**config.mk**
```make
export PLATFORM = sky130hd
export DESIGN_NAME = matrix_control_top
export DESIGN_NICKNAME = d
export VERILOG_FILES = /design/src/rtl/matrix_pkg.sv /design/src/rtl/uart_rx.sv /design/src/rtl/command_decoder.sv /design/src/rtl/frame_buffer.sv /design/src/rtl/matrix_control_top.sv
export VERILOG_INCLUDE_DIRS = /design/src /design/src/rtl
export SDC_FILE = /design/constraint.sdc
export NUM_CORES = 2
export LEC_CHECK = 0
export BUFFER_PORTS_ARGS = -buffer_cell sky130_fd_sc_hd__buf_2
export CAP_MARGIN = 20
export CORE_ASPECT_RATIO = 0.9
export CORE_MARGIN = 5
export CORE_UTILIZATION = 60
export DETAILED_ROUTE_END_ITERATION = 6
export PLACE_DENSITY_LB_ADDON = 0.15
export SLEW_MARGIN = 10
export SYNTH_ARGS = -nofsm -noshare
export SYNTH_HDL_FRONTEND = slang
export SYNTH_HIERARCHICAL = 1
export SYNTH_SLANG_ARGS = --single-unit
```
**constraint.sdc**
```tcl
create_clock -name clk_in -period 4.95 [get_ports clk_in]
set_clock_uncertainty 0.1 [all_clocks]
set_input_delay 0.2475 -clock clk_in [delete_from_list [all_inputs] [get_ports clk_in]]
set_output_delay 0.2475 -clock clk_in [all_outputs]
set_load 0.01 [all_outputs]
```
**src/rtl/matrix_cfg.svh**
```systemverilog
`ifndef MATRIX_CFG_SVH
`define MATRIX_CFG_SVH

// panel geometry
`define MATRIX_WIDTH 16
`define MATRIX_HEIGHT 8

// two bytes carry one pixel
`define BYTES_PER_PIXEL 2

// number of brightness bit-planes
`define BRIGHTNESS_LEVELS 6

// uart bit period in clk_in cycles
`define CLKS_PER_BIT 8

// bytes in one full row of pixels
`define ROW_BYTES ((`MATRIX_WIDTH) * (`BYTES_PER_PIXEL))

// covers MATRIX_HEIGHT * ROW_BYTES bytes
`define FB_ADDR_BITS 8

`endif

```
**src/rtl/matrix_pkg.sv**
```systemverilog
`include "matrix_cfg.svh"

package matrix_pkg;

    // one serial byte or one pixel byte
    typedef logic [7:0] byte_t;

    typedef logic [`FB_ADDR_BITS-1:0] fb_addr_t;

    typedef logic [$clog2(`MATRIX_HEIGHT)-1:0] row_t;

    // bit 0 red, bit 1 green, bit 2 blue
    typedef logic [2:0] rgb_mask_t;

    typedef logic [`BRIGHTNESS_LEVELS-1:0] brightness_t;

    typedef enum logic [1:0] {
        IDLE,
        LINE_ROW,
        LINE_DATA
    } decode_state_t;

    // one pixel-byte write into the frame buffer
    typedef struct packed {
        logic     en;
        fb_addr_t addr;
        byte_t    data;
    } fb_write_t;

endpackage

```
**src/rtl/uart_rx.sv**
```systemverilog
`include "matrix_cfg.svh"
`timescale 1ns/1ns

module uart_rx (
    input  logic               clk_in,
    input  logic               reset,
    input  logic               rx,
    output logic               byte_valid,
    output matrix_pkg::byte_t  rx_data
);
    localparam int CNT_BITS = $clog2(`CLKS_PER_BIT);
    localparam logic [CNT_BITS-1:0] MID_BIT = CNT_BITS'(`CLKS_PER_BIT / 2 - 1);
    localparam logic [CNT_BITS-1:0] LAST_CLK = CNT_BITS'(`CLKS_PER_BIT - 1);

    typedef enum logic [1:0] {
        RX_IDLE,
        RX_START,
        RX_DATA,
        RX_STOP
    } rx_state_t;

    rx_state_t          state;
    logic               rx_meta;
    logic               rx_sync;
    logic               rx_last;
    logic [CNT_BITS-1:0] clk_count;
    logic [2:0]         bit_index;
    matrix_pkg::byte_t  shift_reg;

    // two-flop synchroniser plus one stage for edge detection
    always_ff @(posedge clk_in) begin
        if (reset) begin
            rx_meta <= 1'b1;
            rx_sync <= 1'b1;
            rx_last <= 1'b1;
        end else begin
            rx_meta <= rx;
            rx_sync <= rx_meta;
            rx_last <= rx_sync;
        end
    end

    always_ff @(posedge clk_in) begin
        if (reset) begin
            state <= RX_IDLE;
            clk_count <= '0;
            bit_index <= '0;
            byte_valid <= 1'b0;
        end else begin
            byte_valid <= 1'b0;
            case (state)
                RX_IDLE: begin
                    clk_count <= '0;
                    // falling edge marks a start bit
                    if (rx_last && !rx_sync) begin
                        state <= RX_START;
                    end
                end
                RX_START: begin
                    if (clk_count == MID_BIT) begin
                        clk_count <= '0;
                        bit_index <= '0;
                        // line went back high, just a glitch
                        state <= rx_sync ? RX_IDLE : RX_DATA;
                    end else begin
                        clk_count <= clk_count + 1'b1;
                    end
                end
                RX_DATA: begin
                    if (clk_count == LAST_CLK) begin
                        clk_count <= '0;
                        bit_index <= bit_index + 1'b1;
                        if (bit_index == 3'd7) begin
                            state <= RX_STOP;
                        end
                    end else begin
                        clk_count <= clk_count + 1'b1;
                    end
                end
                RX_STOP: begin
                    if (clk_count == LAST_CLK) begin
                        clk_count <= '0;
                        // framing error drops the byte silently
                        byte_valid <= rx_sync;
                        state <= RX_IDLE;
                    end else begin
                        clk_count <= clk_count + 1'b1;
                    end
                end
                default: state <= RX_IDLE;
            endcase
        end
    end

    // data path, lsb first, sampled at mid-bit
    always_ff @(posedge clk_in) begin
        if (state == RX_DATA && clk_count == LAST_CLK) begin
            shift_reg <= {rx_sync, shift_reg[7:1]};
        end
        if (state == RX_STOP && clk_count == LAST_CLK) begin
            rx_data <= shift_reg;
        end
    end

    // a frame is 10 bits long, so strobes can never be adjacent
    assert property (@(posedge clk_in) disable iff (reset)
        byte_valid |=> !byte_valid);

endmodule

```
**src/rtl/command_decoder.sv**
```systemverilog
`include "matrix_cfg.svh"
`timescale 1ns/1ns

module command_decoder (
    input  logic                     clk_in,
    input  logic                     reset,
    input  logic                     byte_valid,
    input  matrix_pkg::byte_t        rx_data,
    output matrix_pkg::rgb_mask_t    rgb_enable,
    output matrix_pkg::brightness_t  brightness_enable,
    output matrix_pkg::fb_write_t    fb_wr
);
    localparam int COL_BITS = $clog2(`MATRIX_WIDTH);
    localparam int SEL_BITS = $clog2(`BYTES_PER_PIXEL);
    localparam logic [COL_BITS-1:0] LAST_COL = COL_BITS'(`MATRIX_WIDTH - 1);
    localparam logic [SEL_BITS-1:0] LAST_SEL = SEL_BITS'(`BYTES_PER_PIXEL - 1);

    matrix_pkg::decode_state_t  state;
    matrix_pkg::row_t           line_row;
    logic [COL_BITS-1:0]        line_col;
    logic [SEL_BITS-1:0]        line_sel;
    matrix_pkg::brightness_t    toggle_mask;
    logic                       wr_en;
    matrix_pkg::fb_addr_t       wr_addr;
    matrix_pkg::byte_t          wr_data;
    matrix_pkg::fb_addr_t       line_addr;

    // column and byte select count down, inverted they give r*32 + k
    assign line_addr = {line_row, ~line_col, ~line_sel};

    // digit d toggles plane BRIGHTNESS_LEVELS - d
    always_comb begin
        toggle_mask = '0;
        for (int i = 0; i < `BRIGHTNESS_LEVELS; i++) begin
            if (rx_data == 8'(8'h30 + `BRIGHTNESS_LEVELS - i)) begin
                toggle_mask[i] = 1'b1;
            end
        end
    end

    always_ff @(posedge clk_in) begin
        if (reset) begin
            state <= matrix_pkg::IDLE;
            rgb_enable <= '1;
            brightness_enable <= '1;
            line_row <= '0;
            line_col <= '0;
            line_sel <= '0;
            wr_en <= 1'b0;
        end else begin
            wr_en <= 1'b0;
            if (byte_valid) begin
                case (state)
                    matrix_pkg::IDLE: begin
                        case (rx_data)
                            "R": rgb_enable[0] <= 1'b1;
                            "r": rgb_enable[0] <= 1'b0;
                            "G": rgb_enable[1] <= 1'b1;
                            "g": rgb_enable[1] <= 1'b0;
                            "B": rgb_enable[2] <= 1'b1;
                            "b": rgb_enable[2] <= 1'b0;
                            "0": brightness_enable <= '0;
                            "9": brightness_enable <= '1;
                            "L": state <= matrix_pkg::LINE_ROW;
                            // unknown bytes leave the mask at zero
                            default: brightness_enable <= brightness_enable ^ toggle_mask;
                        endcase
                    end
                    matrix_pkg::LINE_ROW: begin
                        // a repeated L still waits for the row
                        if (rx_data != "L") begin
                            line_row <= rx_data[$bits(matrix_pkg::row_t)-1:0];
                            line_col <= LAST_COL;
                            line_sel <= LAST_SEL;
                            state <= matrix_pkg::LINE_DATA;
                        end
                    end
                    matrix_pkg::LINE_DATA: begin
                        wr_en <= 1'b1;
                        if (line_col == '0 && line_sel == '0) begin
                            state <= matrix_pkg::IDLE;
                        end else if (line_sel == '0) begin
                            line_sel <= LAST_SEL;
                            line_col <= line_col - 1'b1;
                        end else begin
                            line_sel <= line_sel - 1'b1;
                        end
                    end
                    default: state <= matrix_pkg::IDLE;
                endcase
            end
        end
    end

    // payload of the write, every byte in line mode is data
    always_ff @(posedge clk_in) begin
        if (byte_valid && state == matrix_pkg::LINE_DATA) begin
            wr_addr <= line_addr;
            wr_data <= rx_data;
        end
    end

    assign fb_wr = '{en: wr_en, addr: wr_addr, data: wr_data};

    // writes only ever follow a framed byte from the receiver
    assert property (@(posedge clk_in) disable iff (reset)
        fb_wr.en |-> $past(byte_valid));

    // a line load stays inside the row it was given
    assert property (@(posedge clk_in) disable iff (reset)
        fb_wr.en |-> fb_wr.addr[`FB_ADDR_BITS-1 -: $bits(matrix_pkg::row_t)] == line_row);

endmodule

```
**src/rtl/frame_buffer.sv**
```systemverilog
`include "matrix_cfg.svh"
`timescale 1ns/1ns

module frame_buffer (
    input  logic                   clk_in,
    input  matrix_pkg::fb_write_t  fb_wr,
    input  matrix_pkg::fb_addr_t   rd_addr,
    output matrix_pkg::byte_t      rd_data
);
    localparam int DEPTH = `MATRIX_HEIGHT * `ROW_BYTES;

    // row-major pixel bytes, ROW_BYTES per row
    matrix_pkg::byte_t mem [DEPTH];

    // write port from the command decoder
    always_ff @(posedge clk_in) begin
        if (fb_wr.en) begin
            mem[fb_wr.addr] <= fb_wr.data;
        end
    end

    // registered read for the scan side
    // a same-address write shows up one cycle later
    always_ff @(posedge clk_in) begin
        rd_data <= mem[rd_addr];
    end

endmodule

```
**src/rtl/matrix_control_top.sv**
```systemverilog
`timescale 1ns/1ns

module matrix_control_top (
    input  logic                     clk_in,
    input  logic                     reset,
    input  logic                     rx,
    input  matrix_pkg::fb_addr_t     rd_addr,
    output matrix_pkg::rgb_mask_t    rgb_enable,
    output matrix_pkg::brightness_t  brightness_enable,
    output matrix_pkg::byte_t        rd_data
);
    logic                   byte_valid;
    matrix_pkg::byte_t      rx_data;
    matrix_pkg::fb_write_t  fb_wr;

    // serial line to bytes
    uart_rx i_uart_rx (
        .clk_in     (clk_in),
        .reset      (reset),
        .rx         (rx),
        .byte_valid (byte_valid),
        .rx_data    (rx_data)
    );

    command_decoder i_command_decoder (
        .clk_in            (clk_in),
        .reset             (reset),
        .byte_valid        (byte_valid),
        .rx_data           (rx_data),
        .rgb_enable        (rgb_enable),
        .brightness_enable (brightness_enable),
        .fb_wr             (fb_wr)
    );

    // pixel store, read side faces the display scan
    frame_buffer i_frame_buffer (
        .clk_in  (clk_in),
        .fb_wr   (fb_wr),
        .rd_addr (rd_addr),
        .rd_data (rd_data)
    );

endmodule

```
==> results_dict.tcl <==
set metrics [dict create \
    drt-initial-drc-count 5269 \
    cap_violations 0 \
    clk_pin_slew_worst_paths_ns 0.06 \
    largest_register_ffs 2048 \
    yosysWarnings 6 \
    slew_headroom_pct 14.4 \
    rr_startpoint "i_command_decoder/wr_addr[3]" \
    utilization_pct 66.9 \
    critPathCaptureType "flop" \
    fin_cells 6059 \
    synth_top_cell_area_share_pct 75.9 \
    die_w_um 400 \
    htreeDepth 4 \
    rsz0062_at_grt "no" \
    cts_setup_buffers 0 \
    power.total_uw 35400 \
    critPathArrivalTime_ns 3.66 \
    register_area_sq_um 63300 \
    pin_count 28 \
    cts-buffers-inserted 199 \
    post-route-min-period_ns 3.32 \
    cts_tree "yes" \
    tightest_slew_ns 1.28 \
    die_h_um 361 \
    synth_edf_count 2080 \
    drc 0 \
    regMostFlops "i_frame_buffer/mem" \
    ant_nets 0 \
    hold_end "i_uart_rx/rx_sync" \
    start_util_pct 60.6 \
    drive_gt1_share_pct 21.7 \
    holdCritPathClass "reg2reg" \
    clock_latency_ns 0.82 \
    setup_viol 0 \
    ctsResizeCount 0 \
    p_leak_uw 0.0280 \
    antenna_found_initial 8 \
    hp-start "i_uart_rx/rx_meta" \
    tns_ns 0 \
    ys.flop_type "edfxtp_1" \
    power_density_nw_per_um2 390 \
    ys_ff_latch 2120 \
    worst_r2r_path_depth 4 \
    gp_congestion 0.839 \
    status "complete, no violations" \
    holdBufCountCts 3 \
    multi_input_area_sq_um 17500 \
    yosysSeqAreaShare_pct 76.9 \
    synth.largest_area_cell "edfxtp_1" \
    wirelength_mm 196 \
    area_growth_pct 10.4 \
    synthTopCellsByArea "edfxtp_1 (76%), mux4_2 (12%), mux2i_1 (1.7%)" \
    avgSynthCellArea_sq_um 20.8 \
    wire_per_inst_um 32.3 \
    dr.pass1.iters 6 \
    report.final.hold_viol_count 0 \
    syn_nets 3976 \
    critPathRequiredTime_ns 5.29 \
    hold_depth 1 \
    dieArea_sq_um 145000 \
    crit_fanout 11 \
    cp-start-kind "flop" \
    fmax_mhz 301 \
    root_buffer "clkbuf_16" \
    placed_cells 5687 \
    clockBufferDepth 3 \
    hold_slack_ns 0.307 \
    final_nets 4089 \
    grt_max_degree 218 \
    num_vias 40900 \
    rrSetupSlack_ns 1.63 \
    grt_pass1_vias 40300 \
    core_sq_um 136000 \
    rows 128 \
    synth_async_sr_flop_share_pct 0 \
    vdd_drop_max_uv 386 \
    port_buffers 27 \
    dp_hpwl_mm 117 \
    critical_path_class "reg2reg" \
    syn_inst 3958 \
    overflow 0 \
    grt_pass1_wl_mm 285 \
    vias_per_cell 6.76 \
    fillers 8717 \
    drv_slew 0 \
    ys_types 76 \
    synth.cell_area_sq_um 82300 \
    clock-sinks 2120 \
    grt_use_total_pct 27.1 \
    r2r_end "i_frame_buffer/mem[8][0]" \
    period_share_pct 67.1 \
]
kinds of logic (layout without fill, tap and decap cells):
group	after synthesis	after routing	share of synthesized area (%)
multiplexers	598	598	14.2
other	0	2	0
flip-flops	2120	2120	76.9
XOR/XNOR	2	2	0.0213
AO/OA/AOI/OAI	431	431	3.70
buffers and inverters	259	538	1.94
AND/OR/NAND/NOR	541	541	3.11
adder cells (fa/ha/maj)	7	7	0.106
per-layer routing:
metal  part of all wire (%)  vias up  track usage [%]
met3                     10      352             6.26
met2                     48     2298             41.8
li1                       -    16800                -
met5                  0.019        -                0
met1                     39    21500             39.6
met4                    2.9        6             7.99
where the power goes:
group | internal, uW | switching, uW
Clock | 8170 | 6530
Sequential | 19400 | 18.3
Combinational | 545 | 762
synthesized netlist by cell type, types with 5 or more instances:
cell      count
a211oi_1     20
a21oi_1     105
a221oi_1     14
a22o_1        9
a22oi_1     136
a311oi_1      7
a31oi_1       6
and2_1        8
buf_1        22
buf_12        8
buf_2        32
buf_4        29
buf_6        25
buf_8        13
clkbuf_1    113
dfxtp_1      40
edfxtp_1   2080
ha_1          7
inv_1        14
mux2i_1     141
mux4_2      454
nand2_1      40
nand2b_1     11
nand3_1      37
nand4_1      12
nor2_1      299
nor2b_1      35
nor3_1       33
nor4_1       26
o211ai_1     11
o21ai_0      18
o221ai_1     46
o22a_1        5
o22ai_1      28
or2_2         7
worst max-delay path, stage by stage, from the launching register on:
cell and delay (ns):
edfxtp_1 0.55, nor2b_1 0.47, nand3_1 0.55, buf_4 0.47
nor2_1 0.76
cell usage in the layout (no fill, tap or decap), types with 36 or more instances in the layout:
master and instances:
edfxtp_1 2080, mux4_2 454, nor2_1 296, clkbuf_16 199
mux2i_1 141, a22oi_1 136, a21oi_1 105, buf_4 104
clkbuf_1 48, o221ai_1 46, clkinv_1 44, dfxtp_1 40
nand2_1 39, nand3_1 37, clkinv_2 36
how the worst max path moves through the flow:
stage,from,endpoint,slack [ns]
finish,i_command_decoder/wr_addr[3],i_frame_buffer/mem[8][0],1.63
CTS,i_command_decoder/wr_addr[3],i_frame_buffer/mem[8][7],1.66
floorplan,i_command_decoder/wr_data[0],i_frame_buffer/mem[0][0],0.80
global placement,rd_addr[0],i_frame_buffer/rd_data[1],0.94
detailed placement,rd_addr[0],i_frame_buffer/rd_data[1],0.94
global route,i_command_decoder/wr_addr[3],i_frame_buffer/mem[8][0],1.49
area by class of cell:
| type | instances | area share (%) |
|---|---|---|
| Antenna cell | 2 | 0.00551 |
| Multi-Input combinational cell | 1579 | 19.2 |
| Inverter | 15 | 0.0620 |
| Tap cell | 1820 | 2.51 |
| Sequential cell | 2120 | 69.7 |
| Clock buffer | 257 | 5.83 |
| Timing Repair Buffer | 156 | 1.58 |
| Clock inverter | 110 | 1.12 |
per-stage QoR:
stage                     area [sq um]  worst slack (ns)
after floorplan                  82300             0.804
after global placement           84400             0.939
after detailed placement         84500             0.941
after CTS                        90800              1.66
after global routing             90800              1.49
final                            90800              1.63
Power figures use the tool's default switching activity.
